`config.mk`:
```
export PLATFORM = sky130hd
export DESIGN_NAME = apb_pixel_port
export DESIGN_NICKNAME = d
export VERILOG_FILES = /design/src/design/display_pkg.sv /design/src/design/apb_pixel_port.sv
export VERILOG_INCLUDE_DIRS = /design/src /design/src/design
export SDC_FILE = /design/constraint.sdc
export NUM_CORES = 1
export LEC_CHECK = 0
export BUFFER_PORTS_ARGS = -buffer_cell sky130_fd_sc_hd__buf_2
export CAP_MARGIN = 25
export CELL_PAD_IN_SITES_DETAIL_PLACEMENT = 0
export CELL_PAD_IN_SITES_GLOBAL_PLACEMENT = 1
export CORE_MARGIN = 3
export CORE_UTILIZATION = 15
export DETAILED_ROUTE_END_ITERATION = 8
export GPL_ROUTABILITY_DRIVEN = 0
export GPL_TIMING_DRIVEN = 0
export PLACE_DENSITY = 0.91
export REMOVE_ABC_BUFFERS = 1
export SLEW_MARGIN = 5
export SYNTH_ARGS = -nofsm -noshare
export SYNTH_HDL_FRONTEND = slang
export SYNTH_SLANG_ARGS = --single-unit
export TNS_END_PERCENT = 30
```
`constraint.sdc`:
```
create_clock -name clk_display -period 0.88 [get_ports clk_display]
set_input_delay 0.044 -clock clk_display [delete_from_list [all_inputs] [get_ports clk_display]]
set_output_delay 0.044 -clock clk_display [all_outputs]
set_load 0.01 [all_outputs]
```
`src/design/display_defines.svh`:
```
`ifndef DISPLAY_DEFINES_SVH
`define DISPLAY_DEFINES_SVH

////////////////////////////////////////
// Frame buffer geometry
////////////////////////////////////////

`define FB_WIDTH        160
`define FB_HEIGHT       120
`define FB_ADDR_WIDTH   15
// Each buffer pixel covers a 4x4 block on screen
`define FB_SCALE        4

////////////////////////////////////////
// 640x480 at 60 Hz timing
////////////////////////////////////////

`define H_ACTIVE        640
`define H_SYNC_START    656
`define H_SYNC_END      752
`define H_TOTAL         800

`define V_ACTIVE        480
`define V_SYNC_START    490
`define V_SYNC_END      492
`define V_TOTAL         525

// APB map, bit 15 splits pixel space from register space
`define APB_ADDR_WIDTH      16
`define APB_REG_BASE        16'h8000
`define APB_CTRL_OFFSET     0
`define APB_STATUS_OFFSET   4

`endif

```
`src/design/display_pkg.sv`:
```
`include "display_defines.svh"

package display_pkg;

    // RGB444 pixel
    typedef struct packed {
        logic [3:0] red;
        logic [3:0] green;
        logic [3:0] blue;
    } rgb_t;

    // APB request from the host
    typedef struct packed {
        logic                       psel;
        logic                       penable;
        logic                       pwrite;
        logic [`APB_ADDR_WIDTH-1:0] paddr;
        logic [31:0]                pwdata;
    } apb_req_t;

    // One buffer write, valid while en is high
    typedef struct packed {
        logic                      en;
        logic [`FB_ADDR_WIDTH-1:0] addr;
        rgb_t                      data;
    } fb_write_t;

    // APB write word, read as a pixel or as a control word
    typedef union packed {
        struct packed {
            logic [19:0] unused;
            rgb_t        color;
        } pixel;
        struct packed {
            logic [30:0] unused;
            logic        swap;
        } ctrl;
    } apb_wdata_u;

endpackage

```
`src/design/apb_pixel_port.sv`:
```
`timescale 1ns/1ps
`include "display_defines.svh"

module apb_pixel_port
    import display_pkg::*;
(
    input  logic        clk_display,
    input  logic        rstn_display,
    input  apb_req_t    apb,
    output logic        pready,
    output logic [31:0] prdata,
    output logic        pslverr,
    output fb_write_t   pixel_write,
    output logic        swap_request,
    input  logic        swap_pending,
    input  logic        front_select
);

    localparam int unsigned FB_PIXELS = `FB_WIDTH * `FB_HEIGHT;

    logic                       setup;
    logic                       access;
    logic                       is_reg;
    logic [`APB_ADDR_WIDTH-1:0] reg_offset;
    logic [`FB_ADDR_WIDTH-1:0]  pixel_index;
    logic                       pixel_ok;
    logic                       is_ctrl;
    logic                       is_status;
    logic                       write_hold;
    apb_wdata_u                 wdata;

    ////////////////////////////////////////
    // Address decode
    ////////////////////////////////////////

    assign setup  = apb.psel && !apb.penable;
    assign access = apb.psel && apb.penable;

    assign is_reg      = apb.paddr[`APB_ADDR_WIDTH-1];
    assign reg_offset  = apb.paddr - `APB_REG_BASE;
    assign pixel_index = apb.paddr[`FB_ADDR_WIDTH-1:0];

    assign pixel_ok  = !is_reg && (pixel_index < `FB_ADDR_WIDTH'(FB_PIXELS));
    assign is_ctrl   = is_reg && (reg_offset == `APB_ADDR_WIDTH'(`APB_CTRL_OFFSET));
    assign is_status = is_reg && (reg_offset == `APB_ADDR_WIDTH'(`APB_STATUS_OFFSET));

    assign wdata = apb.pwdata;

    ////////////////////////////////////////
    // Response
    ////////////////////////////////////////

    // Back buffer is about to go on screen, so pixel writes wait
    assign write_hold = pixel_ok && apb.pwrite && swap_pending;

    assign pready  = access && !write_hold;
    assign pslverr = pready && !(pixel_ok || is_ctrl || is_status);

    // Buffer write and swap pulse in the completing access cycle
    assign pixel_write.en   = pready && apb.pwrite && pixel_ok;
    assign pixel_write.addr = pixel_index;
    assign pixel_write.data = wdata.pixel.color;

    assign swap_request = pready && apb.pwrite && is_ctrl && wdata.ctrl.swap;

    // Read data taken in the setup cycle, held through the access
    always_ff @(posedge clk_display) begin
        if (setup) begin
            if (!apb.pwrite && is_status) begin
                prdata <= {30'd0, front_select, swap_pending};
            end else begin
                prdata <= '0;
            end
        end
    end

    // Access phase must follow a setup cycle of the same transfer
    a_setup_before_access: assert property (
        @(posedge clk_display) disable iff (!rstn_display)
        $rose(apb.penable) |-> apb.psel && $past(apb.psel)
    );

    // Pending is raised by the swap controller one edge after the request
    a_no_write_while_pending: assert property (
        @(posedge clk_display) disable iff (!rstn_display)
        pixel_write.en |-> !swap_pending && !$past(swap_request)
    );

endmodule

```
==> Word-level counts from Yosys, hierarchy flattened <==
Cells that the tools add are included.
{ "op_classes": {"n_mux": 0, "reduce_logical": 22, "shifts": 0, "n_div": 0, "magnitude_cmp": 1, "eq_ne": 1, "n_mul": 0, "n_bitwise": 0, "add_sub_neg": 1} }
{ "ops": {"columns": ["op", "count"], "rows": [
  ["== test 16 x 3 -> 1 bit (second input constant)", 1],
  ["logical NOT 16 bit", 1],
  ["subtractor 16 bit (second input constant)", 1],
  ["less-than comparator 15 bit (second input constant)", 1],
  ["logical AND 1 bit", 14],
  ["logical NOT 1 bit", 5],
  ["logical OR 1 bit", 2]
]} }
{ "word_totals": {"out_inout_bits": 63, "mem_count": 0, "wordCells": 27, "mem_bits_ro": 0, "latchBits": 0, "ff_bits": 32, "ram_bits": 0} }

==> Longest topological paths before layout <==
{ "logic_depth": {"word_depth": 9, "mapped_depth": 3, "ltp_nobuf": 3} }

==> Worst setup path before layout <==
Ideal clock, no wire load.
{ "synth_timing": {"path_kind": "input to output", "startpoint": "input port apb[45] (netlist bit)", "endpoint": "output port swap_request", "t_arrival_ns": 0.810, "path_buffers": 0, "cell_stages": 3, "slack_ns": 0.026, "required_time_ns": 0.836, "path_cell_list": "nor4_2 > nand4_2 > nor4_2"} }
{ "synth_via": {"elab_chain_cells": 9, "elab_cells_between_ends": 12, "classes_between": "add/sub: 1; order compare: 1; reduce/logical: 10"} }
{ "synth_lines": {"columns": ["item", "line", "text"], "rows": [
  ["start, declared", "apb_pixel_port.sv:9", "input apb_req_t apb,"],
  ["branches (longest 7 deep; another with subtractor 16 bit)", null, null],
  ["logical AND 1 bit * (2 in series)", "apb_pixel_port.sv:64", "assign swap_request = pready && apb.pwrite && is_ctrl && wdata.ctrl.swap;"],
  ["end, declared", "apb_pixel_port.sv:14", "output logic swap_request,"]
]} }
Every way passes the cells marked *.

==> Implementation_results.wiki <==
{| class="wikitable"
! Metric !! Value
|-
| Count of final hold-check violations || 0
|-
| Final cell utilization of the core || 0.1827
|-
| Sink Count || 2
|-
| All-layer global routing usage || 0.06170
|-
| Area share of the largest cell type after synthesis || 0.6477
|-
| Final instance count without filler cells || 152
|-
| Maximum fanout encountered on the critical timing path || 3
|-
| Top-level I/O count || 118
|-
| Maximum operating frequency || 964.8 MHz
|-
| Detailed Route Iter0 Violations || 16
|-
| IR drop worst, VDD || 0.1603 mV
|-
| Arrival time reported for the critical path endpoint || 0.99 ns
|-
| DP Cell Count || 147
|-
| Xor and xnor area share after synthesis || 0
|-
| Minimum clock period after layout || 1.036 ns
|-
| Clock root buffer || sky130_fd_sc_hd__clkbuf_8
|-
| Fraction of layout instances using a drive strength above 1 || 0.5686
|-
| Highest layer used for signal routing || met4
|-
| Flip-flop count of the largest register, all copies and words added || 2
|-
| Worst setup path startpoint || apb[41]
|-
| Post-route DRC violation count || 0
|-
| Post-synthesis compound-gate area fraction || 0.05492
|-
| Multiplexer share of the synthesized area || 0
|-
| Vias/cell || 3.211
|-
| Syn_area_per_cell || 8.156 sq um
|-
| Number of antenna violations at the first check in global routing || 0
|-
| Count of buffering cells on the critical path with inverters included || 2
|-
| Unrepaired setup endpoints after global routing || yes
|-
| First-pass iteration count of the detailed router || 4
|-
| First-pass GRT wire length || 2.242 mm
|-
| Dominant combinational cell family by area after synthesis || buffers and inverters
|-
| Routed wire length per instance || 12.38 microns
|-
| Worst slack, placed || -0.2801 ns
|-
| Total of warnings raised by yosys || 0
|-
| Number of library cell types mapped by synthesis || 18
|-
| Register with the highest flop count || prdata
|-
| Die span in x || 72.37 microns
|-
| Maximum capacitance violations || 0
|-
| Total length of routed met2 wires || 788 microns
|-
| PD cells || 998.1 nW/um^2
|-
| Maximum number of pins on one net before global-route repair || 5
|-
| Post-detailed-route count of antenna-violating nets || 0
|-
| List of cells traversed by the critical path || buf_8, a21o_1, a311oi_2, nor3b_2, buf_2
|-
| Share of the clock period used by the worst path || 1.178
|-
| Worst hold path startpoint || apb[6]
|-
| Effective utilization at floorplan || 0.1605
|-
| Area contributors post-synth || sky130_fd_sc_hd__buf_4, sky130_fd_sc_hd__edfxtp_1, sky130_fd_sc_hd__nor4_2
|-
| Clock tree from TritonCTS || yes
|-
| Adder-Cell Fraction of Synth Area || 0
|-
| Number of slew-limit violations in the final report || 0
|-
| Synthesized netlist cell count || 81
|-
| Required time at the endpoint of the critical path || 0.84 ns
|-
| Power, Total || 750.6 uW
|-
| Vias in the first global route || 426
|-
| Met1 layer wirelength in the final routing || 504 microns
|-
| Cell type with the highest aggregate area in the netlist || sky130_fd_sc_hd__buf_4
|-
| Overall die area || 5237 sq um
|-
| Run status || finished with violations
|-
| Ant. Diodes || 0
|-
| Count of input and output buffers || 44
|-
| Crit start category || input port
|-
| Critical path's largest stage delay || 0.29 ns
|-
| Biggest registers after layout || prdata x2
|-
| H-tree depth || 1
|-
| Start-to-end type of the worst setup path || in -> out
|-
| Number of buffers inserted for hold repair after clock tree synthesis || 0
|-
| Violations in the final reports || setup timing
|-
| Share of synthesized cell area in and, or, nand and nor gates || 0.1837
|-
| Floorplan core area || 4115 sq um
|-
| Area added between synthesis and finish || 13.83%
|-
| Routed via count || 488
|-
| Total number of placement rows || 23
|-
| Total wire length || 1.882 mm
|-
| Number of buffers created by CTS || 3
|-
| Proportion of synthesized chip area in sequential cells || 0.09091
|-
| Hold crit path type || in -> out
|-
| Number of failing setup endpoints in the final timing report || 6
|-
| Setup ws final || -0.1565 ns
|-
| CP Capture Type || primary output
|-
| Final standard cell area without fillers || 752.0 sq um
|-
| Number of nets in the final layout || 159
|-
| Flip-flop and latch count after synthesis || 2
|-
| Post-detail-place hpwl || 1.630 mm
|-
| Total grt overflow || 0
|-
| Pleak || 0.3952 nW
|-
| Critical Path Slowest Stage Cell || sky130_fd_sc_hd__a311oi_2
|-
| Kind of cell with the highest combined delay on the critical path || compound AO/OA/AOI/OAI gates
|-
| Area after DPL || 624.3 sq um
|-
| Height of the die || 72.37 microns
|-
| Bufs on Longest Clock Path || 2
|-
| Total met3 wirelength after detailed routing || 575 microns
|-
| Cell area after synthesis || 660.6 sq um
|}
synth_stat cells:
cell type                  instances
sky130_fd_sc_hd__edfxtp_1          2
sky130_fd_sc_hd__o21a_1            1
sky130_fd_sc_hd__nand4_2           1
sky130_fd_sc_hd__nor4b_2           1
sky130_fd_sc_hd__nand2b_1          1
sky130_fd_sc_hd__nand3_1           1
sky130_fd_sc_hd__inv_1             3
sky130_fd_sc_hd__nor3b_1           1
sky130_fd_sc_hd__nor2b_1           1
sky130_fd_sc_hd__nand2_1           1
sky130_fd_sc_hd__nor4_2            3
sky130_fd_sc_hd__a21o_1            1
sky130_fd_sc_hd__conb_1            1
sky130_fd_sc_hd__a311oi_2          1
sky130_fd_sc_hd__buf_4            57
sky130_fd_sc_hd__nor3_1            3
sky130_fd_sc_hd__a31oi_1           1
sky130_fd_sc_hd__nor3b_2           1
cells by family (layout without fill, tap and decap cells):
family	after synthesis	in the layout
and+or+nand+nor	14	14
AOI/OAI and AO/OA	4	4
other	1	30
buffers and inverters	60	52
DFF	2	2
metal layers:
metal  global-route usage  up-vias
li1                     -      220
met1              0.04620      206
met2              0.07887       60
met3              0.09280        2
met4              0.03132        0
met5                    0        -
final timing paths:
kind	slack [ns]	cells after the start	end
max	-0.16	5	pixel_write[27]
min	0.09	0	pixel_write[6]
area by class of cell:
cell class                 instances  area [sq um]
fill                             461          3363
multi-input combinational         48         306.5
inverter                           3         11.26
sequential                         2         60.06
tap                               50         62.56
clock buffer                       3         41.29
timing repair buffer              46         270.3
cells in the final DEF (no fill, tap or decap), types with 2 or more instances in the layout:
cell	synthesis	layout
sky130_fd_sc_hd__buf_6	0	4
sky130_fd_sc_hd__inv_1	3	3
sky130_fd_sc_hd__nor4_4	0	2
sky130_fd_sc_hd__buf_2	0	39
sky130_fd_sc_hd__nor3_2	0	2
sky130_fd_sc_hd__edfxtp_1	2	2
sky130_fd_sc_hd__clkbuf_8	0	3
sky130_fd_sc_hd__conb_1	1	30
sky130_fd_sc_hd__buf_4	57	2
repair_timing:
item,4_1_cts,5_1_grt
setup endpoints to repair,4,6
buffers inserted,1,1
resized for setup,5,9
pin swaps,3,5
power by group:
part / switching [mW] / internal [mW] / leakage, nW / total (mW)
combinational: 0.173 / 0.106 / 0.357 / 0.280
sequential: 0.000776 / 0.110 / 0.0163 / 0.111
clock: 0.0710 / 0.289 / 0.0216 / 0.360
total: 0.245 / 0.505 / 0.395 / 0.751
per-stage QoR:
| stage | hold slack, ns | TNS [ns] |
|---|---|---|
| finish | 0.08802 | -0.6073 |
| global route | 0.08807 | -0.9480 |
| CTS | 0.08807 | -0.8111 |
| detailed placement | 0.08807 | -1.254 |
| global placement | 0.08807 | -1.164 |
| floorplan | 0.08800 | 0 |
(Power assumes the default switching activity.)
