File: src/design/display_defines.svh
`ifndef DISPLAY_DEFINES_SVH
`define DISPLAY_DEFINES_SVH

////////////////////////////////////////
// Frame buffer geometry
////////////////////////////////////////

`define FB_WIDTH        160
`define FB_HEIGHT       120
`define FB_ADDR_WIDTH   15
// Each buffer pixel covers a 4x4 block on screen
`define FB_SCALE        4

////////////////////////////////////////
// 640x480 at 60 Hz timing
////////////////////////////////////////

`define H_ACTIVE        640
`define H_SYNC_START    656
`define H_SYNC_END      752
`define H_TOTAL         800

`define V_ACTIVE        480
`define V_SYNC_START    490
`define V_SYNC_END      492
`define V_TOTAL         525

// APB map, bit 15 splits pixel space from register space
`define APB_ADDR_WIDTH      16
`define APB_REG_BASE        16'h8000
`define APB_CTRL_OFFSET     0
`define APB_STATUS_OFFSET   4

`endif

File: src/design/display_pkg.sv
`include "display_defines.svh"

package display_pkg;

    // RGB444 pixel
    typedef struct packed {
        logic [3:0] red;
        logic [3:0] green;
        logic [3:0] blue;
    } rgb_t;

    // APB request from the host
    typedef struct packed {
        logic                       psel;
        logic                       penable;
        logic                       pwrite;
        logic [`APB_ADDR_WIDTH-1:0] paddr;
        logic [31:0]                pwdata;
    } apb_req_t;

    // One buffer write, valid while en is high
    typedef struct packed {
        logic                      en;
        logic [`FB_ADDR_WIDTH-1:0] addr;
        rgb_t                      data;
    } fb_write_t;

    // APB write word, read as a pixel or as a control word
    typedef union packed {
        struct packed {
            logic [19:0] unused;
            rgb_t        color;
        } pixel;
        struct packed {
            logic [30:0] unused;
            logic        swap;
        } ctrl;
    } apb_wdata_u;

endpackage

File: src/design/buffer_swap_ctrl.sv
`timescale 1ns/1ps
`include "display_defines.svh"

module buffer_swap_ctrl
    import display_pkg::*;
(
    input  logic                      clk_display,
    input  logic                      rstn_display,
    input  fb_write_t                 pixel_write,
    input  logic                      swap_request,
    input  logic                      frame_start,
    input  logic [`FB_ADDR_WIDTH-1:0] read_addr,
    output rgb_t                      read_data,
    output fb_write_t                 write_a,
    output fb_write_t                 write_b,
    output logic [`FB_ADDR_WIDTH-1:0] read_addr_a,
    output logic [`FB_ADDR_WIDTH-1:0] read_addr_b,
    input  rgb_t                      read_data_a,
    input  rgb_t                      read_data_b,
    output logic                      swap_pending,
    output logic                      front_select
);

    logic swap_now;
    logic read_select;

    assign swap_now = frame_start && swap_pending;

    // Front select 0 shows buffer A, 1 shows buffer B
    always_ff @(posedge clk_display or negedge rstn_display) begin
        if (!rstn_display) begin
            swap_pending <= 1'b0;
            front_select <= 1'b0;
            read_select  <= 1'b0;
        end else begin
            // A request on the swap edge stays pending for the next frame
            swap_pending <= swap_request || (swap_pending && !frame_start);
            if (swap_now) begin
                front_select <= !front_select;
            end
            // Follows the buffer's one-cycle read latency
            read_select <= front_select;
        end
    end

    ////////////////////////////////////////
    // Buffer routing
    ////////////////////////////////////////

    // Writes go to the back buffer only
    always_comb begin
        write_a    = pixel_write;
        write_b    = pixel_write;
        write_a.en = pixel_write.en && front_select;
        write_b.en = pixel_write.en && !front_select;
    end

    assign read_addr_a = front_select ? '0 : read_addr;
    assign read_addr_b = front_select ? read_addr : '0;

    assign read_data = read_select ? read_data_b : read_data_a;

    a_swap_only_on_frame: assert property (
        @(posedge clk_display) disable iff (!rstn_display)
        $changed(front_select) |-> $past(frame_start && swap_pending)
    );

endmodule

File: config.mk
export PLATFORM = sky130hd
export DESIGN_NAME = buffer_swap_ctrl
export DESIGN_NICKNAME = d
export VERILOG_FILES = /design/src/design/display_pkg.sv /design/src/design/buffer_swap_ctrl.sv
export VERILOG_INCLUDE_DIRS = /design/src /design/src/design
export SDC_FILE = /design/constraint.sdc
export NUM_CORES = 1
export LEC_CHECK = 0
export BUFFER_PORTS_ARGS = -buffer_cell sky130_fd_sc_hd__buf_2
export CAP_MARGIN = 20
export CORE_AREA = 2 2 66 68
export CTS_CLUSTER_DIAMETER = 80
export CTS_CLUSTER_SIZE = 40
export DETAILED_ROUTE_END_ITERATION = 8
export DIE_AREA = 0 0 68 70
export PLACE_DENSITY = 0.72
export SYNTH_ARGS = -nofsm -noshare
export SYNTH_HDL_FRONTEND = slang
export SYNTH_SLANG_ARGS = --single-unit
File: constraint.sdc
create_clock -name clk_display -period 2 [get_ports clk_display]
set_input_delay 0.4 -clock clk_display [delete_from_list [all_inputs] [get_ports clk_display]]
set_output_delay 0.4 -clock clk_display [all_outputs]
set_load 0.02 [all_outputs]
# After elaboration in Yosys (flattened, before gate mapping)

Index checks and enable logic that the tools add are counted.

Mux-type cells: 3
Reduce and logical (&&, ||, !) cells: 7

Operators by type and width:

| cell              | number |
|---|---|
| 15-bit 2-to-1 mux | 2 |
| 12-bit 2-to-1 mux | 1 |
| 1-bit logical AND | 4 |
| 1-bit logical NOT | 2 |
| 1-bit logical OR  | 1 |

Input port bits: 71
Output and inout bits: 100
Word-level logic and storage cells: 13
Flip-flop bits (word level): 3

# Depth between registers and ports, before layout

Gate-level depths: netlist of the first run.

Depth after elaboration: 3
Mapped depth: 2

# Least setup slack after synthesis of the first run

Ideal clock, no wire load.

Kind: register to output
From: register front_select
To: output read_addr_a[10]
Cell stages (with the launch flop): 3
Path slack: 0.583 ns
Path buffers: 1
Data arrival time: 1.017 ns
Path through: dfrtp_1 > buf_2 > nor2b_1

Word-level cells in the longest chain between the ends: 1

Ends and longest elaborated chain:

| what                   | RTL line               | source |
|---|---|---|
| start, declared        | buffer_swap_ctrl.sv:21 | `output logic front_select` |
| start signal, assigned | buffer_swap_ctrl.sv:39 | `front_select <= !front_select;` |
| 15-bit 2-to-1 mux      | buffer_swap_ctrl.sv:58 | `assign read_addr_a = front_select ? '0 : read_addr;` |
| end, declared          | buffer_swap_ctrl.sv:16 | `` output logic [`FB_ADDR_WIDTH-1:0] read_addr_a, `` |

Every way passes these cells.

==> run_results.csv, run 1 <==
group,metric,value,unit
power_and_ir_drop,p_seq_share,6.6,%
critical_path,crit_arrival,1.27,ns
critical_path,cp-start-kind,"flip-flop",
sta,finClkSkew,0.00105,ns
sta,max_freq,0.600,GHz
synth,ys_seq_area_share,8.31,%
synth,post_synth_num_cell_types,13,
critical_path,cp.required,1.60,ns
detailed_routing,ant_nets,0,
synth,synthAdderAreaFrac,0,%
synth,synth_nets,180,
die,rows,24,
grt,grt_pass1_vias,738,
die,fp.dieW,68,µm
detailed_routing,viasPerCell,3.75,
power_and_ir_drop,pwr-share-comb,80.4,%
synth,synth_xor_area_share,0.970,%
detailed_routing,wire_per_inst,9.55,µm
sta,worst_pin_slew,0.264,ns
cts,h-tree-depth,1,
sta,max_slew_margin,82.4,%
grt,gr-total-overflow,0,
detailed_routing,drt_iter0_markers,9,
grt,grt_max_degree,36,
sta,finalMaxSlewViolations,0,
sta,min_period_over_period,83.3,%
power_and_ir_drop,ir_drop,0.000619,V
cts,post_cts_buffers,0,
detailed_routing,num_vias,747,
critical_path,end_kind,"output pin",
synth,synthMuxAreaShare,19.1,%
cts,tritoncts,"done",
sta,min_period,1.67,ns
placed_design,place_congestion,0.744,
sta,setup_viol,0,
power_and_ir_drop,p_clk_share,13.1,%
power_and_ir_drop,powerDensity,1290,mW/mm²
synth,ys_warn_count,0,
critical_path,cp_max_fo,12,
power_and_ir_drop,p_int,0.665,mW
synth,postSynthAreaPerCell,8.29,µm²
min_path,hp-class,"in2reg",
cts,clk_latency,0.22,ns
power_and_ir_drop,netSwitchingFraction,51.1,%
grt,antenna_found_initial,0,
layout,fillCellCount,465,
cts,cts.reportedPaths.clkPinSlew,0.03,ns
synth,synth_top_family_by_area,"buffers and inverters",
die,fp.coreArea,0.00414,mm²
die,pin_count,171,
grt,grt_pass1_wl,2930,µm
sta,rsz0062_at_grt,"no",
min_path,min_delay_path_depth,2,
critical_path,reg2regPathDepth,2,
critical_path,reg2reg_from,"front_select",
layout,fin_nets,219,
die,initial_core_util,21.8,%
critical_path,crit_end,"read_data[0]",
critical_path,r2r_end,"front_select",
layout,drive_above_1_share,72.1,%
min_path,worstHoldStart,"swap_request",
cts,cts_buffers,3,
status,status,"complete, no violations",
flow_run,cap_violations,0,
die,dieArea,0.00476,mm²
synth,syn-cell-area,903,µm²
sta,final-hold-violation-count,0,
cts,clockBufferDepth,2,
power_and_ir_drop,p_sw,0.694,mW
sta,setup-tns-final,0,ns
layout,area_growth,16.5,%
synth,ys_ff_latch,3,
synth,synthCells,109,
critical_path,worst-setup-path-type,"reg2out",
cts,cts.sinks,3,
grt,grt_usage,7.91,%
placed_design,io_buffers,89,
critical_path,reg2reg_setup_slack,1.16,ns
critical_path,setup.worst_path.start,"read_select",
layout,diodes,0,
detailed_routing,wl,1900,µm
cts,cts_root_buffer,"clkbuf_8",
detailed_routing,drcViolationCount,0,
detailed_routing,first_pass_iters,2,
power_and_ir_drop,p_leak,0.630,nW
die,fp.dieH,70,µm
power_and_ir_drop,finalPower,1.36,mW
synth,synth-compound-area-share,0.831,%
synth,synth-simple-area-share,22.6,%
per-stage QoR:
step                      hold slack [ns]  std cells  setup slack, ns  util, %  cell area, µm²
after floorplan                     0.104        109            0.583        -             903
after global placement              0.198        194            0.575     24.1             997
after detailed placement            0.200        194            0.566     24.1             997
after CTS                           0.357        199            0.315     25.4            1050
after global routing                0.366        199            0.287     25.4            1050
final                               0.360        199            0.334     25.4            1050
cell usage in the layout, fill, tap and decap left out:
master         netlist  layout
buf_2                2      89
and2_1              16      16
buf_4               54       2
dfrtp_1              3       3
inv_1                1       1
mux2_2               2       2
xnor2_1              1       1
dlygate4sd3_1        0       1
nor2b_1             16      16
nand2_1              1       1
a21o_1               1       1
mux2_4              10      10
clkbuf_8             0       3
clkbuf_1             0       1
worst max-delay path: stages, from the launching register on:
cell	delay, ns
dfrtp_1	0.31
buf_4	0.23
mux2_2	0.35
buf_2	0.16
routing by layer:
layer  vias up  track usage (%)  share of wire [%]
met5         -                0                  0
met4         0             7.56                5.9
met3        20             3.54                 15
li1        356                -                  -
met2        69             12.3                 48
met1       302             7.37                 31
registers in the layout (all words and copies together), names as in the netlist:
name and count:
front_select 1, read_select 1, swap_pending 1
cell type report:
cell class | count | area, µm² | share of cell area [%]
multi-input cells | 47 | 393 | 37.3
repair buffers | 92 | 470 | 44.7
well taps | 52 | 65.1 | 6.18
flip-flops and latches | 3 | 75.1 | 7.13
clock buffers | 4 | 45.0 | 4.28
inverters | 1 | 3.75 | 0.357
cell usage after synthesis (all sizes together):
master / number / area share (%)
a21o: 1 / 0.83
and2: 16 / 11
buf: 57 / 47
clkbuf: 1 / 0.55
dfrtp: 3 / 8.3
inv: 1 / 0.42
mux2: 12 / 19
nand2: 1 / 0.42
nor2b: 16 / 11
xnor2: 1 / 0.97
power groups by stage:
stage	Combinational [mW]	Sequential (mW)	Clock, mW
2_1_floorplan	0.913	0.125	0
3_5_place_dp	1.10	0.0889	0
3_3_place_gp	1.09	0.0888	0
6_report	1.09	0.0891	0.178
4_1_cts	1.10	0.0894	0.187
5_1_grt	1.17	0.0909	0.194
kinds of logic after synthesis:
kind of cell	Yosys count
muxes	12
AOI/OAI and AO/OA	1
buffers and inverters	59
and+or+nand+nor	33
xor gates and xnor gates	1
DFF	3
repair_timing:
action	4_1_cts	5_1_grt
hold buffers	1	0
hold endpoints to repair	3	0
endpoints found under the setup margin	0	0
resized for setup	0	0
worst min path at each step:
| stage | endpoint | slack [ns] |
|---|---|---|
| detailed placement | swap_pending | 0.20 |
| CTS | swap_pending | 0.36 |
| floorplan | front_select | 0.10 |
| global placement | swap_pending | 0.20 |
| finish | swap_pending | 0.36 |
| global route | swap_pending | 0.37 |
No activity file was read; power rests on OpenSTA's default activity.
==> inputs of run 2 (changes only) <==
- CORE_AREA: 2 2 66 68 -> default
- CORE_ASPECT_RATIO: default -> 0.7
- CORE_MARGIN: default -> 2
- CORE_UTILIZATION: default -> 26
- DIE_AREA: 0 0 68 70 -> default
- PLACE_DENSITY: 0.72 -> 0.81
- clock period: 2 -> 1.58 ns (I/O delays scaled with it)
==> run 2 against run 1 <==
Compared with the run above:
- power rose by 31%
- global-route usage grew 1.5 points
- critical path type unchanged
- utilization grew 7.6 points
==> run_results.csv, run 2 (synthesis gave the netlist of run 1 again) <==
group,metric,value,unit
sta,setup-tns-final,0,ns
sta,finalMaxSlewViolations,0,
critical_path,crit_arrival,1.23,ns
sta,max_freq,0.647,GHz
grt,grt_usage,9.42,%
power_and_ir_drop,powerDensity,1670,mW/mm²
critical_path,end_kind,"output pin",
min_path,hp-class,"in2reg",
sta,max_slew_margin,90.6,%
detailed_routing,num_vias,762,
die,initial_core_util,27.9,%
layout,drive_above_1_share,73.0,%
detailed_routing,drt_iter0_markers,2,
power_and_ir_drop,p_leak,0.639,nW
cts,clockBufferDepth,2,
cts,cts.reportedPaths.clkPinSlew,0.03,ns
detailed_routing,wl,1990,µm
grt,grt_max_degree,19,
die,fp.dieH,53.3,µm
die,fp.coreArea,0.00323,mm²
die,fp.dieW,74.5,µm
detailed_routing,viasPerCell,3.91,
layout,finalNonFillerCells,195,
placed_design,hpwl,1750,µm
layout,area_growth,18.1,%
sta,min_period,1.54,ns
cts,cts.sinks,3,
sta,final-hold-violation-count,0,
detailed_routing,wire_per_inst,10.2,µm
detailed_routing,ant_nets,0,
cts,cts_root_buffer,"clkbuf_8",
placed_design,io_buffers,89,
power_and_ir_drop,ir_drop,0.000876,V
grt,antenna_found_initial,0,
sta,finClkSkew,0.000968,ns
detailed_routing,drcViolationCount,0,
critical_path,cp_max_fo,12,
critical_path,cp-start-kind,"flip-flop",
die,rows,17,
power_and_ir_drop,p_clk_share,12.2,%
detailed_routing,first_pass_iters,2,
cts,h-tree-depth,1,
cts,tritoncts,"done",
sta,rsz0062_at_grt,"yes",
power_and_ir_drop,p_seq_share,8.3,%
layout,fin_nets,220,
placed_design,placed_cells,190,
sta,worst_pin_slew,0.142,ns
die,dieArea,0.00397,mm²
power_and_ir_drop,pwr-share-comb,79.5,%
sta,hold_ws,0.287,ns
grt,grt_pass1_vias,712,
flow_run,cap_violations,0,
critical_path,cp.required,1.26,ns
cts,cts_buffers,3,
layout,diodes,0,
sta,setup_viol,0,
status,status,"complete, no violations",
cts,clk_latency,0.21,ns
power_and_ir_drop,p_sw,0.892,mW
placed_design,place_congestion,0.665,
layout,mostFrequentLayoutCells,"buf_2 (89), and2_1 (16), nor2b_1 (16), mux2_4 (10), clkbuf_8 (3)",
power_and_ir_drop,p_int,0.894,mW
sta,min_period_over_period,97.8,%
layout,top_regs,"front_select x1, read_select x1, swap_pending x1",
layout,fillCellCount,360,
critical_path,worst-setup-path-type,"reg2out",
grt,grt_pass1_wl,2910,µm
die,pin_count,171,
layout,final_common_cell,"buf_2",
grt,gr-total-overflow,0,
power_and_ir_drop,netSwitchingFraction,50.0,%
-- run 2: changes by cell type in the layout (fill, tap and decap cells not counted) --
cell     before  now
buf_12        0    1
dfrtp_1       3    2
dfrtp_2       0    1
-- run 2: metrics by stage --
step | power, mW | worst slack [ns] | util [%] | area, µm²
finish | 1.79 | 0.0351 | 33.0 | 1070
floorplan | 1.31 | 0.247 | - | 903
global placement | 1.57 | 0.266 | 31.3 | 1010
CTS | 1.81 | 0.0194 | 33.0 | 1070
global route | 1.92 | -0.0138 | 33.0 | 1070
detailed placement | 1.58 | 0.252 | 31.3 | 1010
-- run 2: per-layer routing --
metal,vias up,GRT usage [%],wire length (µm)
li1,360,-,-
met1,320,8.62,653
met2,72,16.2,933
met3,10,4.95,370
met4,0,6.55,32
met5,-,0,0
-- run 2: path summary, 6_finish.rpt --
path | endpoint | startpoint | depth (start not counted) | slack (ns)
worst max-delay path | read_data[11] | read_select | 3 | 0.04
worst min-delay path | swap_pending | swap_request | 2 | 0.29
worst max register to register | front_select | front_select | 2 | 0.69
worst min register to register | read_select | front_select | 0 | 0.47
max in group asynchronous | front_select | rstn_display | 2 | 1.04
min in group asynchronous | read_select | rstn_display | 2 | 0.42
-- run 2: final cells by class --
class,instances,area [µm²],share of cell area [%]
well taps,47,58.8,5.51
inverters,1,3.75,0.352
repair buffers,93,490,46.0
flip-flops and latches,3,76.3,7.15
multi-input cells,47,393,36.8
clock buffers,4,45.0,4.22
-- run 2: critical path: stages (launching register included) --
cell	delay (ns)
dfrtp_1	0.36
buf_12	0.16
mux2_2	0.34
buf_2	0.16
-- run 2: power by group through the flow --
stage / logic (mW) / registers, mW / clock network [mW]
floorplan: 1.16 / 0.158 / 0
global placement: 1.42 / 0.146 / 0
detailed placement: 1.43 / 0.148 / 0
CTS: 1.43 / 0.148 / 0.226
global route: 1.52 / 0.158 / 0.238
finish: 1.42 / 0.148 / 0.219
-- run 2: what timing repair did --
| item | 4_1_cts | 5_1_grt |
|---|---|---|
| resized for setup | 0 | 1 |
| endpoints found under the hold margin | 3 | 0 |
| endpoints found under the setup margin | 0 | 15 |
| hold buffers | 1 | 0 |
| setup buffers | 0 | 0 |
==> inputs of run 3 (changes only) <==
- PLACE_DENSITY: 0.81 -> default
- PLACE_DENSITY_LB_ADDON: default -> 0.15
==> run 3 against run 2 <==
Compared with the run above:
- via count shrank 3.1%
- clock skew up 0.0011 ns
- clock power about the same
- non-clock buffer count fell by 1
- critical endpoint unchanged
- largest power group unchanged
- critical path type unchanged
==> run_results.csv, run 3 (synthesis gave the netlist of run 1 again) <==
group,metric,value,unit
detailed_routing,drt_iter0_markers,8,
cts,tritoncts,"done",
layout,top_regs,"front_select x1, read_select x1, swap_pending x1",
flow_run,cap_violations,0,
cts,h-tree-depth,1,
cts,cts_buffers,3,
cts,cts.sinks,3,
grt,antenna_found_initial,0,
sta,worst_pin_slew,0.157,ns
min_path,hp-class,"in2reg",
power_and_ir_drop,ir_drop,0.000706,V
die,rows,17,
sta,setup_viol,0,
cts,cts.reportedPaths.clkPinSlew,0.03,ns
cts,clk_latency,0.21,ns
power_and_ir_drop,p_leak,0.638,nW
sta,setup-tns-final,0,ns
layout,final_common_cell,"buf_2",
sta,finalMaxSlewViolations,0,
die,fp.dieW,74.5,µm
die,pin_count,171,
critical_path,cp.required,1.26,ns
die,dieArea,0.00397,mm²
detailed_routing,num_vias,738,
critical_path,end_kind,"output pin",
status,status,"complete, no violations",
grt,gr-total-overflow,0,
critical_path,setup.worst_path.start,"read_select",
detailed_routing,viasPerCell,3.80,
critical_path,worst-setup-path-type,"reg2out",
detailed_routing,first_pass_iters,2,
placed_design,place_congestion,0.614,
detailed_routing,wl,2170,µm
grt,grt_pass1_vias,626,
sta,min_period,1.54,ns
detailed_routing,ant_nets,0,
critical_path,crit_arrival,1.22,ns
cts,cts_root_buffer,"clkbuf_8",
placed_design,post_dp_cell_area,0.00102,mm²
sta,min_period_over_period,97.4,%
critical_path,reg2reg_from,"front_select",
sta,rsz0062_at_grt,"yes",
layout,area_growth,18.7,%
placed_design,io_buffers,89,
power_and_ir_drop,finalPower,1.82,mW
critical_path,cp-start-kind,"flip-flop",
power_and_ir_drop,powerDensity,1700,mW/mm²
detailed_routing,drcViolationCount,0,
critical_path,cp_max_fo,12,
sta,final-hold-violation-count,0,
layout,diodes,0,
min_path,worstHoldStart,"swap_request",
die,initial_core_util,27.9,%
sta,max_slew_margin,89.5,%
grt,grt_max_degree,29,
grt,grt_pass1_wl,2690,µm
sta,max_freq,0.650,GHz
cts,clockBufferDepth,2,
sta,finClkSkew,0.00204,ns
grt,grt_usage,8.78,%
die,fp.dieH,53.3,µm
die,fp.coreArea,0.00323,mm²
layout,drive_above_1_share,72.8,%
layout,fin_area,0.00107,mm²
layout,mostFrequentLayoutCells,"buf_2 (89), and2_1 (16), nor2b_1 (16), mux2_4 (10), clkbuf_8 (3)",
detailed_routing,wire_per_inst,11.2,µm
critical_path,reg2reg_setup_slack,0.71,ns
layout,fin_nets,219,
## run 3: worst max-delay path, stage by stage (launching register included)
cell,delay (ns)
dfrtp_1,0.36
buf_12,0.16
mux2_2,0.33
buf_2,0.16
## run 3: path summary, 6_finish.rpt
path / to / cells past startpoint
setup / recovery: read_data[11] / 3
hold / removal: swap_pending / 2
setup reg to reg: front_select / 2
hold reg to reg: swap_pending / 1
max in group asynchronous: front_select / 2
min in group asynchronous: swap_pending / 2
## run 3: stage by stage
| stage | hold WS [ns] | utilization, % | instances | worst slack [ns] |
|---|---|---|---|---|
| global placement | 0.115 | 31.4 | 189 | 0.273 |
| CTS | 0.276 | 33.1 | 194 | 0.0271 |
| floorplan | 0.0204 | - | 109 | 0.247 |
| finish | 0.281 | 33.2 | 194 | 0.0418 |
| detailed placement | 0.116 | 31.4 | 189 | 0.259 |
| global route | 0.284 | 33.2 | 194 | -0.00633 |
## run 3: per-layer routing
metal,GRT usage (%),up-vias,share of wire (%)
li1,-,362,-
met5,0,-,0
met3,6.29,0,18
met4,2.38,0,0
met2,14.6,72,46
met1,8.85,304,36
## run 3: cell type report
| type | instances | area (µm²) |
|---|---|---|
| multi-input cells | 47 | 393 |
| inverters | 1 | 3.75 |
| well taps | 47 | 58.8 |
| repair buffers | 92 | 495 |
| flip-flops and latches | 3 | 76.3 |
| clock buffers | 4 | 45.0 |
| fillers | 358 | 2160 |
## run 3: power breakdown
group	switching, mW	internal [mW]
clock network	0.0483	0.172
registers	0.0429	0.108
logic	0.816	0.631
total	0.907	0.911
## run 3: repair_timing
action,in CTS,in global routing
resized for setup,0,1
setup endpoints to repair,0,4
hold endpoints to repair,3,0
hold buffers,1,0
setup buffers,0,0
