### config.mk
export PLATFORM = sky130hd
export DESIGN_NAME = vga_scanout
export DESIGN_NICKNAME = d
export VERILOG_FILES = /design/src/design/display_pkg.sv /design/src/design/vga_scanout.sv
export VERILOG_INCLUDE_DIRS = /design/src /design/src/design
export SDC_FILE = /design/constraint.sdc
export NUM_CORES = 1
export LEC_CHECK = 0
export CAP_MARGIN = 20
export CORE_MARGIN = 2
export CORE_UTILIZATION = 25
export CTS_CLUSTER_DIAMETER = 200
export DETAILED_ROUTE_END_ITERATION = 12
export DONT_BUFFER_PORTS = 1
export SKIP_CTS_REPAIR_TIMING = 1
export SLEW_MARGIN = 10
export SYNTH_ARGS = -nofsm -noshare
export SYNTH_HDL_FRONTEND = slang
export SYNTH_SLANG_ARGS = --single-unit
### constraint.sdc
create_clock -name clk_display -period 3.06 [get_ports clk_display]
set_clock_uncertainty 0.05 [all_clocks]
set_input_delay 0.306 -clock clk_display [delete_from_list [all_inputs] [get_ports clk_display]]
set_output_delay 0.306 -clock clk_display [all_outputs]
set_load 0.01 [all_outputs]
### src/design/display_defines.svh
`ifndef DISPLAY_DEFINES_SVH
`define DISPLAY_DEFINES_SVH

////////////////////////////////////////
// Frame buffer geometry
////////////////////////////////////////

`define FB_WIDTH        160
`define FB_HEIGHT       120
`define FB_ADDR_WIDTH   15
// Each buffer pixel covers a 4x4 block on screen
`define FB_SCALE        4

////////////////////////////////////////
// 640x480 at 60 Hz timing
////////////////////////////////////////

`define H_ACTIVE        640
`define H_SYNC_START    656
`define H_SYNC_END      752
`define H_TOTAL         800

`define V_ACTIVE        480
`define V_SYNC_START    490
`define V_SYNC_END      492
`define V_TOTAL         525

// APB map, bit 15 splits pixel space from register space
`define APB_ADDR_WIDTH      16
`define APB_REG_BASE        16'h8000
`define APB_CTRL_OFFSET     0
`define APB_STATUS_OFFSET   4

`endif

### src/design/display_pkg.sv
`include "display_defines.svh"

package display_pkg;

    // RGB444 pixel
    typedef struct packed {
        logic [3:0] red;
        logic [3:0] green;
        logic [3:0] blue;
    } rgb_t;

    // APB request from the host
    typedef struct packed {
        logic                       psel;
        logic                       penable;
        logic                       pwrite;
        logic [`APB_ADDR_WIDTH-1:0] paddr;
        logic [31:0]                pwdata;
    } apb_req_t;

    // One buffer write, valid while en is high
    typedef struct packed {
        logic                      en;
        logic [`FB_ADDR_WIDTH-1:0] addr;
        rgb_t                      data;
    } fb_write_t;

    // APB write word, read as a pixel or as a control word
    typedef union packed {
        struct packed {
            logic [19:0] unused;
            rgb_t        color;
        } pixel;
        struct packed {
            logic [30:0] unused;
            logic        swap;
        } ctrl;
    } apb_wdata_u;

endpackage

### src/design/vga_scanout.sv
`timescale 1ns/1ps
`include "display_defines.svh"

module vga_scanout
    import display_pkg::*;
(
    input  logic                      clk_display,
    input  logic                      rstn_display,
    output logic [`FB_ADDR_WIDTH-1:0] read_addr,
    input  rgb_t                      read_data,
    output logic                      frame_start,
    output logic                      vga_hsync,
    output logic                      vga_vsync,
    output rgb_t                      vga_color
);

    logic [9:0] h_count;
    logic [9:0] v_count;
    logic [9:0] pixel_col;
    logic [9:0] pixel_row;
    logic       active;
    logic       hsync_raw;
    logic       vsync_raw;

    // Two stage delay to line up with the buffer read
    logic [1:0] active_q;
    logic [1:0] hsync_q;
    logic [1:0] vsync_q;

    ////////////////////////////////////////
    // Screen counters
    ////////////////////////////////////////

    always_ff @(posedge clk_display or negedge rstn_display) begin
        if (!rstn_display) begin
            h_count <= '0;
            v_count <= '0;
        end else if (h_count == 10'(`H_TOTAL - 1)) begin
            h_count <= '0;
            if (v_count == 10'(`V_TOTAL - 1)) begin
                v_count <= '0;
            end else begin
                v_count <= v_count + 10'd1;
            end
        end else begin
            h_count <= h_count + 10'd1;
        end
    end

    assign active = (h_count < 10'(`H_ACTIVE)) && (v_count < 10'(`V_ACTIVE));

    // Active-low syncs
    assign hsync_raw = !((h_count >= 10'(`H_SYNC_START)) && (h_count < 10'(`H_SYNC_END)));
    assign vsync_raw = !((v_count >= 10'(`V_SYNC_START)) && (v_count < 10'(`V_SYNC_END)));

    // First cycle of the vertical sync line
    assign frame_start = (h_count == '0) && (v_count == 10'(`V_SYNC_START));

    ////////////////////////////////////////
    // Buffer address and pipeline
    ////////////////////////////////////////

    assign pixel_col = h_count / `FB_SCALE;
    assign pixel_row = v_count / `FB_SCALE;

    always_ff @(posedge clk_display or negedge rstn_display) begin
        if (!rstn_display) begin
            read_addr <= '0;
            active_q  <= '0;
            hsync_q   <= '1;
            vsync_q   <= '1;
        end else begin
            // Keep the address inside the buffer during blanking
            if (active) begin
                read_addr <= `FB_ADDR_WIDTH'(pixel_row * `FB_WIDTH + pixel_col);
            end else begin
                read_addr <= '0;
            end
            active_q <= {active_q[0], active};
            hsync_q  <= {hsync_q[0], hsync_raw};
            vsync_q  <= {vsync_q[0], vsync_raw};
        end
    end

    assign vga_hsync = hsync_q[1];
    assign vga_vsync = vsync_q[1];

    // Blank outside the visible area
    assign vga_color = active_q[1] ? read_data : '0;

endmodule

Word level (Yosys, flattened, before mapping). Index checks and enable logic that the tools add are counted.

Add/subtract/negate cells: 3. Multipliers: 1. Div/mod/pow operators: 0. Magnitude comparators: 6. Eq/ne operators: 3. Shifts and indexed selects: 0. Multiplexer cells: 4. Bitwise gates (word level): 0. Reductions and logical operators: 7.

Operators with widths (count): 10-bit by 1-bit adder with 10-bit output, second input constant (2); 10-bit == test, second input constant (2); 10-bit < comparator, second input constant (2); 10-bit by 9-bit < comparator with 1-bit output, second input constant (2); 10-bit 2-to-1 mux (2); 15-bit by 8-bit adder with 15-bit output (1); 15-bit 2-to-1 mux (1); 12-bit 2-to-1 mux (1); 10-bit by 9-bit == test with 1-bit output, second input constant (1); 10-bit >= comparator, second input constant (1); 10-bit by 9-bit >= comparator with 1-bit output, second input constant (1); 10-bit zero test (1); 8-bit by 3-bit multiplier with 10-bit output, second input constant (1); 1-bit logical AND (4); 1-bit zero test (2).

Bits in registers: 41. Latch bits: 0. Bits in writable memories: 0. Memory bits (read-only): 0. Bits of input ports: 14. Output and inout port bits: 30. Logic and storage cells: 30. Memories kept: 0.

Logic depth before layout (Yosys ltp). Gate-level depths: netlist (run 1).

Word-level depth: 3. Depth in mapped cells: 9. Depth with buffers taken out: 9.

Worst setup path before layout (run 1). Ideal clock, no wire load.

Path type: reg-to-reg. From: register v_count[3]. To: register read_addr[13]. Setup time: 80 ps. Data arrival time: 2424 ps. Required time: 2930 ps. Slack: 507 ps. Cell stages (with the launch flop): 9. Path buffers: 0. Clock period less this slack: 2553 ps. Cells stage by stage: dfrtp_1 -> ha_1 -> ha_1 -> inv_1 -> fa_1 -> nor4_1 -> nand2_1 -> or3b_1 -> a21oi_1.

Word-level cells in the longest chain between the ends: 3. Elaborated cells on any way between the ends: 5. Classes of those cells: add/sub (1); mul (1); order compare (1); mux (1); reduce/logical (1).

RTL lines: start, declared (RTL line vga_scanout.sv:18) `logic [9:0] v_count;`; start signal, assigned (RTL line vga_scanout.sv:43) `v_count <= v_count + 10'd1;`; 8-bit by 3-bit multiplier with 10-bit output (no source line) / 10-bit by 9-bit < comparator with 1-bit output (equally long branches); 15-bit by 8-bit adder with 15-bit output / 1-bit logical AND (equally long branches) (RTL line vga_scanout.sv:75, vga_scanout.sv:50); 15-bit 2-to-1 mux (*) (RTL line vga_scanout.sv:74) `if (active) begin`; end signal, assigned (RTL line vga_scanout.sv:75) `` read_addr <= `FB_ADDR_WIDTH'(pixel_row * `FB_WIDTH + pixel_col); ``; end, declared (RTL line vga_scanout.sv:9) `` output logic [`FB_ADDR_WIDTH-1:0] read_addr, ``.

Mark *: on every way between the ends. The rest lies on a longest branch, timed or not. A chain may end at the register's enable or synchronous reset.

Worst setup path after layout (run 1).
From: register v_count[3]. To: register read_addr[14].

Same word-level chain as after synthesis.

==> results of run 1 <==
[cells in the mapped netlist (3+ instances only)]
cell type / instances
dfrtp_1: 37
nor2_1: 20
ha_1: 19
nand2_1: 15
and2_1: 14
xor2_1: 12
inv_1: 11
and3_1: 10
nor3_1: 8
xnor2_1: 8
nand3_1: 6
clkbuf_1: 4
dfstp_2: 4
o21ai_0: 4
a211oi_1: 3
a21oi_1: 3
nand3b_1: 3
nand4_1: 3
nor4_1: 3
or3b_1: 3
[registers in the layout (all words and copies together), names as in the netlist]
| signal | cells |
|---|---|
| h_count | 10 |
| vsync_q | 2 |
| hsync_q | 2 |
| v_count | 10 |
| active_q | 2 |
| read_addr | 15 |
[worst max-delay path, stage by stage (launching register included)]
cell and delay (ns):
dfrtp_1 0.49, ha_1 0.33, ha_1 0.17, inv_1 0.06, fa_1 0.39, nor2b_1 0.23
o311ai_1 0.14, a21bo_2 0.25, a2111oi_0 0.41, nor3_1 0.10
[per-stage QoR]
| step | instances | instance area, um2 | setup WS [ns] |
|---|---|---|---|
| after floorplan | 222 | 2280 | 0.507 |
| after global placement | 327 | 2410 | 0.369 |
| after detailed placement | 327 | 2410 | 0.333 |
| after CTS | 335 | 2510 | 0.310 |
| after global routing | 337 | 2550 | 0.0800 |
| final | 337 | 2550 | 0.327 |
[layout by cell type (no fill, tap or decap), types with 6 or more instances in the layout]
master / n
dfrtp_1: 37
and2_1: 14
and3_1: 10
xor2_1: 12
nor2_1: 20
inv_1: 11
clkbuf_8: 7
nand3_1: 6
ha_1: 19
xnor2_1: 8
nor3_1: 8
nand2_1: 15
[logic make-up after synthesis]
group                    after synthesis  share of synthesized area [%]
AO/OA/AOI/OAI                         26                           8.29
XOR/XNOR                              20                           7.69
adder cells (fa/ha/maj)               21                           12.2
buffers and inverters                 16                           2.69
flip-flops                            41                           45.2
AND/OR/NAND/NOR                       98                           23.9
[power by group through the flow]
stage / clock network, mW / registers (mW) / logic, mW
after floorplan: 0 / 0.552 / 0.0106
final: 0.381 / 0.542 / 0.0272
after CTS: 0.398 / 0.542 / 0.0123
after detailed placement: 0 / 0.552 / 0.0123
after global placement: 0 / 0.552 / 0.0126
after global routing: 0.423 / 0.542 / 0.0312
[area by class of cell]
cell class,count,area (um2)
clock buffers,7,96.3
fillers,884,6220
well taps,108,135
inverters,11,41.3
flip-flops and latches,41,1030
repair buffers,4,52.6
multi-input cells,165,1190
clock inverters,1,5.00
[worst max path at each step]
stage,to,cells past startpoint
final,read_addr[14],9
after global routing,read_addr[14],9
after CTS,read_addr[13],8
after detailed placement,read_addr[13],8
after global placement,read_addr[13],8
after floorplan,read_addr[13],8
[routing by layer]
layer / up-vias / global-route usage [%] / routed length (um)
met5: - / 0 / 0
met4: 0 / 3.79 / 48
met3: 4 / 3.79 / 273
met2: 55 / 15.9 / 2070
met1: 739 / 10.5 / 1910
li1: 786 / - / -
==> qor.yml, run 1 <==
status: "finished, final reports clean"
syn_area_um2: 2280
synthDistinctLibCells: 43
cts_sinks: 41
setup_viol: 0
totalWireLength_um: 4310
drt_iter0_drc: 79
wl_per_cell_um: 12.8
p_clk_share_pct: 40.1
required_ns: 3.17
post-route-period-util_pct: 89.3
diodes: 0
ant_nets: 0
leakage_nw: 1.17
crit_type: "reg -> reg"
vdd_drop_max_uv: 115
worstHoldPathType: "reg -> reg"
netlist_top_cells_area: "dfrtp_1 (41%), ha_1 (10%), dfstp_2 (4.6%)"
min_from: "active_q[0]"
final_util_pct: 29.1
hpwlAfterDp_um: 3200
reg2reg_slack_ns: 0.33
seq_area_frac_synth_pct: 45.2
critical_path_arrival_ns: 2.84
dieArea_um2: 9890
tightest_slew_ns: 0.637
p_int_uw: 754
comb_power_share_pct: 2.9
relSlewSlack_pct: 57.2
cp-start-kind: "register"
cts_tree: "yes"
syn_inst: 222
r2r_start: "v_count[3]"
root_buffer: "clkbuf_8"
viasPerCell: 4.70
crit_path_end_kind: "register"
hold_path_end: "active_q[1]"
clk_pin_slew_ns: 0.07
finalPower_uw: 949
ys_ff_latch: 41
track_usage_pct: 9.36
htreeDepth: 2
antenna_found_initial: 0
drv_cap: 0
synth-edff-count: 0
ys_async_sr_fraction_pct: 100
netlist.area_leader.share_pct: 40.6
vias: 1584
critPathMaxFanout: 8
rsz0062_at_grt: "false"
rr_worst_depth: 9
top_level_ports: 44
nNetsFinal: 263
crit_start: "v_count[3]"
fp.dieH_um: 99.5
hold_viol: 0
tns_ns: 0
synthFlopType: "dfrtp_1"
fmax_ghz: 0.366
grt_pass1_vias: 1554
remaining_drc_errors: 0
synth_nets: 257
slew_viol_final: 0
grt_max_degree: 42
drive_above_1_share_pct: 9.61
min_period_ns: 2.73
io_buffers: 0
numCtsBuffers: 5
yosysWarnings: 0
firstDrtPassIters: 6
avgSynthCellArea_um2: 10.3
place_congestion: 0.727
yosys.area.top_type: "dfrtp_1"
clockBufferDepth: 2
overflow: 0
num_rows: 34
switchingPower_uw: 195
start_util_pct: 26.0
syn_to_final_growth_pct: 11.8
dieWidth_um: 99.5
swShare_pct: 20.6
clk_latency_ns: 0.29
holdWs_ns: 0.300
seqPwrFrac_pct: 57.1
grt_pass1_wl_um: 7270
pwr_density_cell_nw_per_um2: 373
hold-path-cell-count: 0
coreArea_um2: 8760
reg2reg_to: "read_addr[14]"
No activity file was read; power rests on OpenSTA's default activity.
==> inputs of run 2 (changes only) <==
--- a/config.mk
+++ b/config.mk
@@ -7,4 +7,5 @@
 export NUM_CORES = 1
 export LEC_CHECK = 0
+export BUFFER_PORTS_ARGS = -buffer_cell sky130_fd_sc_hd__buf_2
 export CAP_MARGIN = 20
 export CORE_MARGIN = 2
@@ -12,5 +13,4 @@
 export CTS_CLUSTER_DIAMETER = 200
 export DETAILED_ROUTE_END_ITERATION = 12
-export DONT_BUFFER_PORTS = 1
 export SKIP_CTS_REPAIR_TIMING = 1
 export SLEW_MARGIN = 10
--- a/constraint.sdc
+++ b/constraint.sdc
@@ -3,3 +3,3 @@
 set_input_delay 0.306 -clock clk_display [delete_from_list [all_inputs] [get_ports clk_display]]
 set_output_delay 0.306 -clock clk_display [all_outputs]
-set_load 0.01 [all_outputs]
+set_load 0.05 [all_outputs]
==> qor.yml, run 2 (synthesis results as in run 1) <==
drv_cap: 0  # unchanged
holdWs_ns: 0.0891  # -0.211 ns
finalPower_uw: 946  # -0.38%
coreArea_um2: 8760  # unchanged
nNetsFinal: 304  # +16%
slew_viol_final: 0  # unchanged
dieArea_um2: 9890  # unchanged
critPathMaxFanout: 8  # unchanged
tightest_slew_ns: 0.898  # +0.260 ns
track_usage_pct: 9.61  # +0.25 points
cts_sinks: 41  # unchanged
num_rows: 34  # unchanged
start_util_pct: 26.0  # unchanged
wl_per_cell_um: 11.4  # -11%
min_period_ns: 2.75  # +0.0165 ns
ant_nets: 0  # unchanged
dieWidth_um: 99.5  # unchanged
clk_latency_ns: 0.29  # about the same
crit_type: "reg -> reg"
status: "finished, final reports clean"
vdd_drop_max_uv: 135  # +18%
largest_register: "read_addr"
totalWireLength_um: 4320  # +0.37%
reg2reg_slack_ns: 0.31  # -0.02 ns
hold_viol: 0  # unchanged
grt_pass1_vias: 1755  # +13%
fillers: 908  # +2.7%
clockBufferDepth: 2  # unchanged
rr_worst_depth: 8  # -1
numCtsBuffers: 5  # unchanged
htreeDepth: 2  # unchanged
fmax_ghz: 0.364  # -0.60%
antenna_found_initial: 0  # unchanged
firstDrtPassIters: 4  # -2
top_level_ports: 44  # unchanged
hpwlAfterDp_um: 3320  # +3.6%
drt_iter0_drc: 62  # -22%
final_cell_mix: "buf_2 (43), dfrtp_1 (37), nor2_1 (20)"
grt_max_degree: 42  # unchanged
largest_reg_flops: 15  # unchanged
rsz0062_at_grt: "false"
overflow: 0  # unchanged
crit_start: "v_count[3]"
critical_path_arrival_ns: 2.91  # +0.07 ns
required_ns: 3.22  # +0.05 ns
setup_viol: 0  # unchanged
relSlewSlack_pct: 40.2  # -17 points
io_buffers: 43  # +43
clk_pin_slew_ns: 0.08  # about the same
tns_ns: 0  # unchanged
drive_above_1_share_pct: 23.3  # +14 points
cp-start-kind: "register"
post-route-period-util_pct: 89.8  # +0.54 points
worstHoldPathType: "in -> async"
cts_tree: "yes"
fp.dieH_um: 99.5  # unchanged
crit_end: "read_addr[13]"
crit_path_end_kind: "register"
pwr_density_cell_nw_per_um2: 349  # -6.4%
root_buffer: "clkbuf_8"
place_congestion: 0.817  # +12%
final_common_cell: "buf_2"
grt_pass1_wl_um: 7680  # +5.7%
leakage_nw: 1.32  # +13%
diodes: 0  # unchanged
viasPerCell: 4.55  # -3.2%
reg2reg_to: "read_addr[13]"
vias: 1720  # +8.6%
remaining_drc_errors: 0  # unchanged
top_regs: "read_addr: 15 flops, h_count: 10 flops, v_count: 10 flops"
syn_to_final_growth_pct: 19.0
r2r_start: "v_count[3]"
## run 2: changes by cell type in the layout (fill, tap and decap cells not counted), sizes merged
| cell | before | now |
|---|---|---|
| buf | 3 | 45 |
| clkinvlp | 0 | 2 |
| clkbuf | 7 | 6 |
| dlygate4sd3 | 1 | 0 |
| clkinv | 1 | 0 |
## run 2: final cells by class
class / instances / area, um2 / area share (%)
Timing Repair Buffer: 45 / 230 / 8.49
Clock buffer: 6 / 72.6 / 2.68
Tap cell: 108 / 135 / 4.98
Clock inverter: 2 / 15.0 / 0.554
Multi-Input combinational cell: 165 / 1190 / 43.7
Inverter: 11 / 41.3 / 1.52
Sequential cell: 41 / 1030 / 38.0
## run 2: worst min-delay path by stage
stage,depth (start not counted),endpoint,from
detailed placement,0,active_q[1],active_q[0]
CTS,1,h_count[3],rstn_display
finish,1,h_count[3],rstn_display
global route,1,h_count[3],rstn_display
floorplan,0,active_q[0],rstn_display
global placement,0,active_q[1],active_q[0]
## run 2: per-stage QoR
step,utilization [%],cell area [um2],cells,setup slack [ns]
after CTS,30.9,2710,378,0.294
after floorplan,-,2280,222,0.507
after global placement,29.9,2620,370,0.373
after detailed placement,29.9,2620,370,0.310
after global routing,30.9,2710,378,0.0674
final,30.9,2710,378,0.311
## run 2: critical path, cell delays in order, from the launching register on
cell,delay (ns)
dfrtp_1,0.48
ha_1,0.34
ha_1,0.21
inv_1,0.07
fa_1,0.46
nor4_1,0.47
nand2_1,0.12
or3b_1,0.36
a21oi_1,0.12
## run 2: power breakdown
group	leakage [nW]	internal, mW	switching, mW	total, mW
registers	0.524	0.542	0	0.542
clock network	0.0374	0.161	0.183	0.343
logic	0.759	0.0152	0.0460	0.0612
total	1.32	0.717	0.229	0.946
## run 2: per-layer routing
metal	share of wire [%]	GRT usage, %	routed length [um]	up-vias
met5	0	0	0	-
met2	48	16.8	2080	46
met3	6.8	3.30	293	3
li1	-	-	-	869
met4	0.74	3.16	32	0
met1	44	11.0	1910	802
==> inputs of run 3 (changes only) <==
Settings changed: BUFFER_PORTS_ARGS -buffer_cell sky130_fd_sc_hd__buf_2 to -buffer_cell sky130_fd_sc_hd__buf_4.
==> qor.yml, run 3 (synthesis results as in run 1) <==
remaining_drc_errors: 0  # unchanged
worstHoldPathType: "reg -> reg"
drt_iter0_drc: 107  # +73%
reg2reg_to: "read_addr[13]"
largest_register: "read_addr"
place_inst: 370  # unchanged
status: "finished, final reports clean"
top_level_ports: 44  # unchanged
grt_pass1_vias: 1750  # -0.28%
antenna_found_initial: 0  # unchanged
design_area_um2: 2850  # +5.2%
totalWireLength_um: 4650  # +7.5%
fmax_ghz: 0.364  # about the same
hold_path_end: "active_q[1]"
leakage_nw: 1.37  # +3.7%
slew_viol_final: 0  # unchanged
ant_nets: 0  # unchanged
nNetsFinal: 305  # +0.33%
grt_max_degree: 42  # unchanged
numCtsBuffers: 5  # unchanged
r2r_start: "v_count[3]"
relSlewSlack_pct: 60.4  # +20 points
post-route-period-util_pct: 89.8  # about the same
clockBufferDepth: 2  # unchanged
pre_cts_ws_ns: 0.342  # +0.0313 ns
crit_path_end_kind: "register"
hpwlAfterDp_um: 3500  # +5.4%
coreArea_um2: 8760  # unchanged
rr_worst_depth: 8  # unchanged
critical_path_arrival_ns: 2.91  # about the same
setup_viol: 0  # unchanged
cts_sinks: 41  # unchanged
pwr_density_cell_nw_per_um2: 368  # +5.4%
reg2reg_slack_ns: 0.31  # about the same
syn_to_final_growth_pct: 25.2
start_util_pct: 26.0  # unchanged
vdd_drop_max_uv: 149  # +9.8%
io_buffers: 43  # unchanged
root_buffer: "clkbuf_8"
crit_type: "reg -> reg"
critPathMaxFanout: 8  # unchanged
track_usage_pct: 9.98  # +0.37 points
num_rows: 34  # unchanged
htreeDepth: 2  # unchanged
grt_pass1_wl_um: 7990  # +4.1%
top_regs: "read_addr: 15 flops, h_count: 10 flops, v_count: 10 flops"
final_cell_mix: "buf_4 (45), dfrtp_1 (37), nor2_1 (20)"
path_common_cell: "ha_1"
hold_viol: 0  # unchanged
overflow: 0  # unchanged
clk_latency_ns: 0.29  # about the same
min_from: "active_q[0]"
holdWs_ns: 0.302  # +0.213 ns
crit_chain: "ha_1, ha_1, inv_1, fa_1, nor4_1, nand2_1, or3b_1, a21oi_1"
setup_ws_ns: 0.311  # +0.000426 ns
finalPower_mw: 1.05  # +11%
viasPerCell: 4.51  # -0.96%
final_common_cell: "buf_4"
cp-start-kind: "register"
layout.cells.non_filler: 379  # +0.26%
tns_ns: 0  # unchanged
diodes: 0  # unchanged
dieArea_um2: 9890  # unchanged
critPathSlowestCell: "dfrtp_1"
dieWidth_um: 99.5  # unchanged
place_area_um2: 2730  # +4.1%
largest_reg_flops: 15  # unchanged
vias: 1708  # -0.70%
final_util_pct: 32.6  # +1.6 points
clk_pin_slew_ns: 0.08  # about the same
rsz0062_at_grt: "false"
wl_per_cell_um: 12.3  # +7.3%
required_ns: 3.22  # about the same
drv_cap: 0  # unchanged
hold-path-cell-count: 0
tightest_slew_ns: 0.589  # -0.308 ns
slowest_delay_ns: 0.49  # about the same
min_period_ns: 2.75  # -0.000426 ns
fp.dieH_um: 99.5  # unchanged
firstDrtPassIters: 4  # unchanged
cts_tree: "yes"
place_congestion: 0.842  # +3.2%
drive_above_1_share_pct: 23.2  # -0.086 points
-- run 3: worst max-delay path, delay by kind of cell (launching register included) --
kind | cells | cell delay [ns]
AO/OA/AOI/OAI | 1 | 0.12
flip-flops | 1 | 0.49
buffers and inverters | 1 | 0.07
adder cells (fa/ha/maj) | 3 | 1.02
AND/OR/NAND/NOR | 3 | 0.91
-- run 3: how the worst max path moves through the flow --
stage	start	to	slack, ns
finish	v_count[3]	read_addr[13]	0.31
global route	v_count[3]	read_addr[14]	0.12
CTS	v_count[3]	read_addr[13]	0.31
detailed placement	v_count[3]	read_addr[13]	0.34
global placement	v_count[3]	read_addr[13]	0.37
floorplan	v_count[3]	read_addr[13]	0.51
-- run 3: final cells by class --
| class | instances | area (um2) |
|---|---|---|
| Clock buffer | 6 | 72.6 |
| Tap cell | 108 | 135 |
| Multi-Input combinational cell | 165 | 1190 |
| Inverter | 11 | 41.3 |
| Fill cell | 893 | 5910 |
| Timing Repair Buffer | 46 | 348 |
| Sequential cell | 41 | 1030 |
| Clock inverter | 2 | 38.8 |
-- run 3: metal layers --
metal  vias up  global-route usage (%)  wire, um
met4         0                    3.16        46
met2        56                    17.4      2240
met5         -                       0         0
li1        869                       -         -
met1       778                    11.5      2060
met3         5                    3.44       299
-- run 3: power breakdown --
group | switching, mW | internal, mW | total (mW) | leakage (nW)
Combinational | 0.0469 | 0.0255 | 0.0725 | 0.791
Clock | 0.190 | 0.245 | 0.435 | 0.0554
Sequential | 0 | 0.542 | 0.542 | 0.524
